<file path="src/logic/hsv_pkg.sv">
package hsv_pkg;

    //////////////////////////////////////////////////
    // widths

    // one colour byte or one H, S or V byte
    localparam int PIX_W = 8;
    // scaled dividend and quotient
    localparam int DIVIDEND_W = 16;
    // hue angle in degrees up to 360
    localparam int HUE_ANGLE_W = 9;

    //////////////////////////////////////////////////
    // timing

    // one quotient bit per cycle
    localparam int DIV_CYCLES = 16;
    // capture, start, divide, result, mux
    localparam int PIPE_LATENCY = DIV_CYCLES + 5;
    localparam int LANES_DEFAULT = 6;

    //////////////////////////////////////////////////
    // hue and saturation constants

    localparam logic [PIX_W-1:0] HUE_SECTOR = 8'd60;
    localparam logic [HUE_ANGLE_W-1:0] HUE_G_BASE = 9'd120;
    localparam logic [HUE_ANGLE_W-1:0] HUE_B_BASE = 9'd240;
    localparam logic [HUE_ANGLE_W-1:0] HUE_FULL = 9'd360;
    // 255/360 in 8.8 fixed point
    localparam logic [PIX_W-1:0] HUE_Q_COEF = 8'd181;
    localparam logic [PIX_W-1:0] SAT_SCALE = 8'd255;

endpackage

</file>
<file path="src/logic/hsv_lane.sv">
`timescale 1ns/100ps

module hsv_lane (
    input  logic                      clk_sys,
    input  logic                      reset_sys,
    input  logic [hsv_pkg::PIX_W-1:0] in_data,
    input  logic                      load_r,
    input  logic                      load_g,
    input  logic                      load_b,
    output logic [hsv_pkg::PIX_W-1:0] hue,
    output logic [hsv_pkg::PIX_W-1:0] sat,
    output logic [hsv_pkg::PIX_W-1:0] val
);
    import hsv_pkg::*;

    logic [PIX_W-1:0]       r_q;
    logic [PIX_W-1:0]       g_q;
    logic [PIX_W-1:0]       b_q;
    logic                   start;
    logic                   max_is_r;
    logic                   max_is_g;
    logic [PIX_W-1:0]       max_c;
    logic [PIX_W-1:0]       min_c;
    logic [PIX_W-1:0]       range;
    logic                   dir;
    logic [PIX_W-1:0]       diff_abs;
    logic [DIVIDEND_W-1:0]  hue_dvd;
    logic [PIX_W-1:0]       hue_dvs;
    logic [DIVIDEND_W-1:0]  sat_dvd;
    logic [PIX_W-1:0]       sat_dvs;
    logic [DIVIDEND_W-1:0]  hue_quo;
    logic [DIVIDEND_W-1:0]  sat_quo;
    logic                   hue_done;
    logic                   sat_done;
    logic                   sec_g_q;
    logic                   sec_b_q;
    logic                   dir_q;
    logic [PIX_W-1:0]       max_q;
    logic [HUE_ANGLE_W-1:0] base;
    logic [HUE_ANGLE_W-1:0] angle;
    logic [2*PIX_W-1:0]     hue_prod;

    //////////////////////////////////////////////////
    // capture

    always_ff @(posedge clk_sys) begin
        if (load_r) begin
            r_q <= in_data;
        end
        if (load_g) begin
            g_q <= in_data;
        end
        if (load_b) begin
            b_q <= in_data;
        end
    end

    // both dividers start the cycle after B
    always_ff @(posedge clk_sys or negedge reset_sys) begin
        if (!reset_sys) begin
            start <= 1'b0;
        end else begin
            start <= load_b;
        end
    end

    //////////////////////////////////////////////////
    // max, min and dividends

    // ties go to red first and green next
    assign max_is_r = (r_q >= g_q) && (r_q >= b_q);
    assign max_is_g = !max_is_r && (g_q >= b_q);
    assign max_c    = max_is_r ? r_q : (max_is_g ? g_q : b_q);
    assign min_c    = ((r_q <= g_q) && (r_q <= b_q)) ? r_q : ((g_q <= b_q) ? g_q : b_q);
    assign range    = max_c - min_c;

    // difference of the two colours other than the max
    always_comb begin
        if (max_is_r) begin
            dir      = g_q >= b_q;
            diff_abs = dir ? g_q - b_q : b_q - g_q;
        end else if (max_is_g) begin
            dir      = b_q >= r_q;
            diff_abs = dir ? b_q - r_q : r_q - b_q;
        end else begin
            dir      = r_q >= g_q;
            diff_abs = dir ? r_q - g_q : g_q - r_q;
        end
    end

    // grey gives 0/1 so the hue quotient is zero
    assign hue_dvd = (range == '0) ? '0 : DIVIDEND_W'(diff_abs) * DIVIDEND_W'(HUE_SECTOR);
    assign hue_dvs = (range == '0) ? PIX_W'(1) : range;
    assign sat_dvd = DIVIDEND_W'(range) * DIVIDEND_W'(SAT_SCALE);
    assign sat_dvs = (max_c == '0) ? PIX_W'(1) : max_c;

    serial_divider i_hue_div (
        .clk_sys   (clk_sys),
        .reset_sys (reset_sys),
        .start     (start),
        .dividend  (hue_dvd),
        .divisor   (hue_dvs),
        .quotient  (hue_quo),
        .done      (hue_done)
    );

    serial_divider i_sat_div (
        .clk_sys   (clk_sys),
        .reset_sys (reset_sys),
        .start     (start),
        .dividend  (sat_dvd),
        .divisor   (sat_dvs),
        .quotient  (sat_quo),
        .done      (sat_done)
    );

    // the next pixel may overwrite r_q before the dividers finish
    always_ff @(posedge clk_sys) begin
        if (start) begin
            sec_g_q <= max_is_g;
            sec_b_q <= !max_is_r && !max_is_g;
            dir_q   <= dir;
            max_q   <= max_c;
        end
    end

    //////////////////////////////////////////////////
    // hue post-processing and results

    // red sector counts down from 360 when B > G
    assign base = sec_g_q ? HUE_G_BASE :
                  sec_b_q ? HUE_B_BASE :
                  (dir_q ? '0 : HUE_FULL);
    assign angle = dir_q ? base + hue_quo[HUE_ANGLE_W-1:0] : base - hue_quo[HUE_ANGLE_W-1:0];
    assign hue_prod = (2*PIX_W)'(angle) * (2*PIX_W)'(HUE_Q_COEF);

    always_ff @(posedge clk_sys) begin
        if (hue_done) begin
            hue <= hue_prod[2*PIX_W-1:PIX_W];
        end
        if (sat_done) begin
            sat <= sat_quo[PIX_W-1:0];
            val <= max_q;
        end
    end

    // hue quotient never leaves one sector
    a_hue_quo_range : assert property (
        @(posedge clk_sys) disable iff (!reset_sys)
        hue_done |-> hue_quo <= DIVIDEND_W'(HUE_SECTOR)
    );

    // saturation quotient fits one byte
    a_sat_quo_range : assert property (
        @(posedge clk_sys) disable iff (!reset_sys)
        sat_done |-> sat_quo <= DIVIDEND_W'(SAT_SCALE)
    );

endmodule

</file>
<file path="src/logic/hsv_stream_ctrl.sv">
`timescale 1ns/100ps

module hsv_stream_ctrl #(
    parameter int NUM_LANES = hsv_pkg::LANES_DEFAULT
) (
    input  logic                                     clk_sys,
    input  logic                                     reset_sys,
    input  logic                                     in_vsync,
    input  logic                                     in_hsync,
    input  logic                                     in_en,
    output logic [NUM_LANES-1:0]                     load_r,
    output logic [NUM_LANES-1:0]                     load_g,
    output logic [NUM_LANES-1:0]                     load_b,
    input  logic [NUM_LANES-1:0][hsv_pkg::PIX_W-1:0] lane_hue,
    input  logic [NUM_LANES-1:0][hsv_pkg::PIX_W-1:0] lane_sat,
    input  logic [NUM_LANES-1:0][hsv_pkg::PIX_W-1:0] lane_val,
    output logic                                     out_vsync,
    output logic                                     out_hsync,
    output logic                                     out_en,
    output logic [hsv_pkg::PIX_W-1:0]                out_data
);
    import hsv_pkg::*;

    // bytes in one round of all lanes
    localparam int GROUP = 3 * NUM_LANES;
    localparam int CNT_W = $clog2(GROUP);

    logic [CNT_W-1:0]        in_cnt;
    logic [CNT_W-1:0]        out_cnt;
    logic [PIPE_LATENCY-1:0] vsync_d;
    logic [PIPE_LATENCY-1:0] hsync_d;
    logic [PIPE_LATENCY-1:0] en_d;

    //////////////////////////////////////////////////
    // input side

    always_ff @(posedge clk_sys or negedge reset_sys) begin
        if (!reset_sys) begin
            in_cnt <= '0;
        end else if (in_en) begin
            in_cnt <= (in_cnt == CNT_W'(GROUP - 1)) ? '0 : in_cnt + 1'b1;
        end
    end

    // lane k owns byte positions 3k, 3k+1, 3k+2
    for (genvar k = 0; k < NUM_LANES; k++) begin : g_load
        assign load_r[k] = in_en && (in_cnt == CNT_W'(3 * k));
        assign load_g[k] = in_en && (in_cnt == CNT_W'(3 * k + 1));
        assign load_b[k] = in_en && (in_cnt == CNT_W'(3 * k + 2));
    end

    //////////////////////////////////////////////////
    // framing delay line

    always_ff @(posedge clk_sys or negedge reset_sys) begin
        if (!reset_sys) begin
            vsync_d <= '0;
            hsync_d <= '0;
            en_d    <= '0;
        end else begin
            vsync_d <= {vsync_d[PIPE_LATENCY-2:0], in_vsync};
            hsync_d <= {hsync_d[PIPE_LATENCY-2:0], in_hsync};
            en_d    <= {en_d[PIPE_LATENCY-2:0], in_en};
        end
    end

    assign out_vsync = vsync_d[PIPE_LATENCY-1];
    assign out_hsync = hsync_d[PIPE_LATENCY-1];
    assign out_en    = en_d[PIPE_LATENCY-1];

    //////////////////////////////////////////////////
    // output side

    // mirrors in_cnt, shifted by the pipeline latency
    always_ff @(posedge clk_sys or negedge reset_sys) begin
        if (!reset_sys) begin
            out_cnt <= '0;
        end else if (out_en) begin
            out_cnt <= (out_cnt == CNT_W'(GROUP - 1)) ? '0 : out_cnt + 1'b1;
        end
    end

    // H, S, V of lane 0, then lane 1, ...
    always_comb begin
        out_data = '0;
        for (int k = 0; k < NUM_LANES; k++) begin
            if (out_cnt == CNT_W'(3 * k)) begin
                out_data = lane_hue[k];
            end
            if (out_cnt == CNT_W'(3 * k + 1)) begin
                out_data = lane_sat[k];
            end
            if (out_cnt == CNT_W'(3 * k + 2)) begin
                out_data = lane_val[k];
            end
        end
    end

    // a lane captures its bytes on consecutive cycles, so no gap inside a pixel
    a_pixel_unbroken : assert property (
        @(posedge clk_sys) disable iff (!reset_sys)
        (in_en && (in_cnt % 3 != 2)) |=> in_en
    );

endmodule

</file>
<file path="src/logic/rgb2hsv.sv">
`timescale 1ns/100ps

module rgb2hsv #(
    parameter int NUM_LANES = hsv_pkg::LANES_DEFAULT
) (
    input  logic                      clk_sys,
    input  logic                      reset_sys,
    input  logic                      in_vsync,
    input  logic                      in_hsync,
    input  logic                      in_en,
    input  logic [hsv_pkg::PIX_W-1:0] in_data,
    output logic                      out_vsync,
    output logic                      out_hsync,
    output logic                      out_en,
    output logic [hsv_pkg::PIX_W-1:0] out_data
);
    import hsv_pkg::*;

    logic [NUM_LANES-1:0]            load_r;
    logic [NUM_LANES-1:0]            load_g;
    logic [NUM_LANES-1:0]            load_b;
    logic [NUM_LANES-1:0][PIX_W-1:0] lane_hue;
    logic [NUM_LANES-1:0][PIX_W-1:0] lane_sat;
    logic [NUM_LANES-1:0][PIX_W-1:0] lane_val;

    // byte counting, sync delay and output mux
    hsv_stream_ctrl #(
        .NUM_LANES (NUM_LANES)
    ) i_ctrl (
        .clk_sys   (clk_sys),
        .reset_sys (reset_sys),
        .in_vsync  (in_vsync),
        .in_hsync  (in_hsync),
        .in_en     (in_en),
        .load_r    (load_r),
        .load_g    (load_g),
        .load_b    (load_b),
        .lane_hue  (lane_hue),
        .lane_sat  (lane_sat),
        .lane_val  (lane_val),
        .out_vsync (out_vsync),
        .out_hsync (out_hsync),
        .out_en    (out_en),
        .out_data  (out_data)
    );

    // pixels dealt round-robin, one lane per pixel slot
    for (genvar k = 0; k < NUM_LANES; k++) begin : g_lane
        hsv_lane i_lane (
            .clk_sys   (clk_sys),
            .reset_sys (reset_sys),
            .in_data   (in_data),
            .load_r    (load_r[k]),
            .load_g    (load_g[k]),
            .load_b    (load_b[k]),
            .hue       (lane_hue[k]),
            .sat       (lane_sat[k]),
            .val       (lane_val[k])
        );
    end

endmodule

</file>
<file path="src/logic/serial_divider.sv">
`timescale 1ns/100ps

module serial_divider (
    input  logic                           clk_sys,
    input  logic                           reset_sys,
    input  logic                           start,
    input  logic [hsv_pkg::DIVIDEND_W-1:0] dividend,
    input  logic [hsv_pkg::PIX_W-1:0]      divisor,
    output logic [hsv_pkg::DIVIDEND_W-1:0] quotient,
    output logic                           done
);
    import hsv_pkg::*;

    localparam int CNT_W = $clog2(DIV_CYCLES);

    logic                  busy;
    logic [CNT_W-1:0]      bit_cnt;
    logic [PIX_W-1:0]      rem_q;
    logic [PIX_W-1:0]      div_q;
    logic [DIVIDEND_W-1:0] quo_q;
    logic [PIX_W:0]        partial;
    logic [PIX_W:0]        trial;
    logic                  fits;

    // shift next dividend bit into the remainder and try a subtract
    assign partial  = {rem_q, quo_q[DIVIDEND_W-1]};
    assign trial    = partial - {1'b0, div_q};
    assign fits     = partial >= {1'b0, div_q};
    assign quotient = quo_q;

    always_ff @(posedge clk_sys or negedge reset_sys) begin
        if (!reset_sys) begin
            busy    <= 1'b0;
            bit_cnt <= '0;
            done    <= 1'b0;
        end else begin
            done <= 1'b0;
            if (start) begin
                busy    <= 1'b1;
                bit_cnt <= '0;
            end else if (busy) begin
                bit_cnt <= bit_cnt + 1'b1;
                // last quotient bit lands together with done
                if (bit_cnt == CNT_W'(DIV_CYCLES - 1)) begin
                    busy <= 1'b0;
                    done <= 1'b1;
                end
            end
        end
    end

    // dividend bits leave at the top as quotient bits enter at the bottom
    always_ff @(posedge clk_sys) begin
        if (start) begin
            rem_q <= '0;
            div_q <= divisor;
            quo_q <= dividend;
        end else if (busy) begin
            rem_q <= fits ? trial[PIX_W-1:0] : partial[PIX_W-1:0];
            quo_q <= {quo_q[DIVIDEND_W-2:0], fits};
        end
    end

    a_no_restart_busy : assert property (
        @(posedge clk_sys) disable iff (!reset_sys)
        start |-> !busy
    );

endmodule

</file>
<file path="config.mk">
export PLATFORM = sky130hd
export DESIGN_NAME = rgb2hsv
export DESIGN_NICKNAME = d
export VERILOG_FILES = /design/src/logic/hsv_pkg.sv /design/src/logic/hsv_lane.sv /design/src/logic/hsv_stream_ctrl.sv /design/src/logic/rgb2hsv.sv /design/src/logic/serial_divider.sv
export SDC_FILE = /design/constraint.sdc
export NUM_CORES = 2
export LEC_CHECK = 0
export BUFFER_PORTS_ARGS = -buffer_cell sky130_fd_sc_hd__buf_4
export CAP_MARGIN = 25
export CORE_UTILIZATION = 40
export CTS_CLUSTER_DIAMETER = 30
export DETAILED_ROUTE_END_ITERATION = 10
export PLACE_DENSITY = 0.55
export SYNTH_ARGS = -nofsm -noshare
export SYNTH_HDL_FRONTEND = slang
export SYNTH_SLANG_ARGS = --single-unit
</file>
<file path="constraint.sdc">
create_clock -name clk_sys -period 9.56 [get_ports clk_sys]
set_input_delay 1.434 -clock clk_sys [delete_from_list [all_inputs] [get_ports clk_sys]]
set_output_delay 1.434 -clock clk_sys [all_outputs]
set_load 0.1 [all_outputs]
</file>
==> summary.md <==
| Metric | Value |
|---|---|
| Mapped Area | 75390 µm² |
| CP endpoint kind | flop |
| Grt total ovfl | 0 |
| Synth top area cells | edfxtp_1, ha_1, fa_1 |
| Critical Path RT | 10150 ps |
| Critical R2R Capture | g_lane[1].i_lane.i_sat_div.quotient[13]$_DFFE_PP_ |
| Final Hold Viols | 0 |
| Die area | 190200 µm² |
| Crit-path max FO | 22 |
| Max Slew Vio Count | 0 |
| Initial antenna violation count | 10 |
| Syn_nets | about 9000 |
| Crit path time final | 8882 ps |
| Post-synth top flop | edfxtp_1 |
| Crit path top cell by count | inv_1 |
| CP max stage delay | 740 ps |
| Critical path class | flop to flop |
| R2R Setup Slk | 680 ps |
| Wire per inst | approximately 19 µm |
| CP max-delay cell | nor2_2 |
| FF+latch area | 25000 µm² |
| Crit path DAT | 9470 ps |
| Layout net count | between 8000 and 9000 |
| Initial DRC count | about 3700 |
| CP endpoint | g_lane[1].i_lane.i_sat_div.quotient[13]$_DFFE_PP_ |
| Count leader, synth | ha_1 |
| Hold Path Class | flop to flop |
| Worst-path clk slew | 50 ps |
| Slew HR | 0.2587 |
| Routed Antenna Nets | 0 |
| # H-tree levels | 4 |
| Post-CTS Resized | 0 |
| Ys async rst share | 0.1699 |
| FP Rows | 158 |
| RSZ-0062 raised after global routing | false |
| R2R depth | 32 |
| Share of cells above drive strength 1 | 0.09587 |
| Fillers | approximately 17000 |
| Part of the Yosys area used for sequential elements | 0.3313 |
| Synth area leader | edfxtp_1 |
| Crit path launch | g_lane[1].i_lane.g_q[0]$_DFFE_PP_ |
| Worst-Skew Late Latency | 850 ps |
| Area Growth Syn to Fin | 15.14% |
| Startpoint Class | flop |
| Fmax | about 110 MHz |
| Starting Density | 0.4048 |
| # hold bufs at CTS | 0 |
| Die width | 436.1 µm |
| Fin crit share | 0.9291 |
| Via density | between 5 and 6 |
| Yosys warns | 0 |
| Slew @ Worst Pin | about 1100 ps |
| Setup TNS | 0 ps |
| Family with the most delay on the worst path | adder cells |
| Gr usage total | 0.2011 |
| CTS tree | built |
| Yosys reg bits | 889 |
| Via Count | roughly 54000 |
| Std-Cell Core Area | 186200 µm² |
| Synth top cells by count | ha_1, inv_1, edfxtp_1 |
| Syn avg cell area | 10.13 µm² |
| Post-Synthesis Cells | between 7000 and 8000 |
| R2R Path Start | g_lane[1].i_lane.g_q[0]$_DFFE_PP_ |
| Die H | 436.1 µm |
| First-pass GRT wire length | 305500 µm |
| Num ports | 24 |
| Area of the multi-input gates | 46200 µm² |
| Final Util | 0.4661 |
| # Max-Cap Violations | 0 |
| Vias in the first global route | 54610 |
| Placer congestion estimate | 0.9147 |
| Max clock buf depth | 3 |
| Outcome | finished clean |
| DPL Wire Length | 146900 µm |
| Crit path buffers/inverters | 5 |
| Post-synth EDFFs | between 600 and 700 |
| Worst path depth | 32 |
| Yosys cell types | between 100 and 150 |
| IO buf count | 23 |
| Worst Skew | 62.80 ps |
| DRC errors left | 0 |
| Final wirelength | 190300 µm |
| Post-CTS Setup Repair Bufs | 0 |
| Post-synth top area share | 0.2557 |
| Clock sink total | approximately 900 |
| First-pass DRT Iterations | 5 |
| Root buffer cell | clkbuf_16 |
| Final setup viols | 0 |
| Largest net degree at the start of global routing | slightly below 80 |
| CTS buffer count | 230 |
## worst reg2reg max path: cells and delay by family (launching register included)
kind            cells  cell delay (ps)
fa+ha+maj           7             2810
xor+xnor            4             1120
flops               1              450
buf+inv             5              360
mux                 1              260
simple gates        5             1310
compound gates     10             2320
## worst min-delay path by stage
stage	from	to	slack [ps]	cells after the start
CTS	i_ctrl.en_d[0]$_DFF_PN0_	i_ctrl.en_d[1]$_DFF_PN0_	340	0
detailed placement	i_ctrl.en_d[12]$_DFF_PN0_	i_ctrl.en_d[13]$_DFF_PN0_	330	0
floorplan	i_ctrl.en_d[9]$_DFF_PN0_	i_ctrl.en_d[10]$_DFF_PN0_	330	0
finish	i_ctrl.en_d[0]$_DFF_PN0_	i_ctrl.en_d[1]$_DFF_PN0_	340	0
global placement	i_ctrl.en_d[13]$_DFF_PN0_	i_ctrl.en_d[14]$_DFF_PN0_	330	0
global route	i_ctrl.en_d[9]$_DFF_PN0_	i_ctrl.en_d[10]$_DFF_PN0_	350	0
## area by class of cell
cell class / instances / area share
Multi-Input combinational cell: 5446 / 0.5323
Sequential cell: 889 / 0.2880
Clock buffer: 286 / 0.07132
Inverter: 901 / 0.03896
Tap cell: 2480 / 0.03575
Clock inverter: 155 / 0.02427
Timing Repair Buffer: 104 / 0.009297
Antenna cell: 4 / 0.0001153
## layer usage
metal	share of wire	vias up	routed length (µm)	GRT usage
li1	-	26460	-	-
met1	0.48	26010	91230	0.2841
met2	0.45	1006	85900	0.3179
met3	0.045	262	8582	0.02936
met4	0.024	4	4561	0.05801
met5	0.00012	-	22	0
## registers in the layout, summed over array words and instances, names as in the netlist, 24 cells and up
signal and flops:
g_lane.i_lane.max_q 48, g_lane.i_lane.g_q 48, g_lane.i_lane.i_sat_div.div_q 48, g_lane.i_lane.i_hue_div.rem_q 48
g_lane.i_lane.b_q 48, g_lane.i_lane.r_q 48, g_lane.i_lane.i_hue_div.div_q 48, g_lane.i_lane.sat 48
g_lane.i_lane.val 48, g_lane.i_lane.hue 48, g_lane.i_lane.i_hue_div.bit_cnt 24, g_lane.i_lane.i_sat_div.rem_q 48
g_lane.i_lane.i_hue_div.quotient 96, g_lane.i_lane.i_sat_div.quotient 96, g_lane.i_lane.i_sat_div.bit_cnt 24
## cells in the final DEF, fill, tap and decap left out, types with 38 or more instances in the layout
master / n
nand3_1: 114
o22ai_1: 54
a21oi_1: 430
inv_1: 899
dfrtp_1: 145
a21o_1: 159
xor2_1: 194
fa_1: 349
nand2b_1: 86
mux2i_1: 204
xnor2_1: 323
nand2_1: 385
a21boi_0: 57
mux2_2: 126
ha_1: 1055
o21ai_0: 357
clkinv_2: 38
or2_2: 38
nor3_1: 72
edfxtp_1: 642
clkbuf_16: 234
clkbuf_1: 38
dfxtp_1: 96
o211ai_1: 62
nor2b_1: 119
buf_4: 98
nor2_1: 554
nand4_1: 68
a211oi_1: 93
a31oi_1: 44
## stage by stage
step	instance area, µm²	hold WS (ps)	setup WS [ps]	cells
2_1_floorplan	75390	331.2	1455	7440
3_3_place_gp	78400	334.1	861.8	9809
3_5_place_dp	78420	334.7	758.2	9813
4_1_cts	86720	338.8	758.1	10250
5_1_grt	86800	351.5	37.11	10260
6_report	86800	341.0	677.7	10270
## logic make-up (layout without fill, tap and decap cells)
| group | count (synthesis) | count (layout) | share of synthesized area |
|---|---|---|---|
| AO/OA/AOI/OAI | 1574 | 1574 | 0.1345 |
| XOR/XNOR | 524 | 524 | 0.06174 |
| adder cells (fa/ha/maj) | 1408 | 1408 | 0.2683 |
| buffers and inverters | 1105 | 1446 | 0.05624 |
| flip-flops | 889 | 889 | 0.3313 |
| multiplexers | 333 | 333 | 0.04650 |
| other | 0 | 4 | 0 |
| AND/OR/NAND/NOR | 1607 | 1607 | 0.1014 |
Power is not shown: default switching activity piles up to over one toggle a cycle in this logic, so the estimate is an artifact.
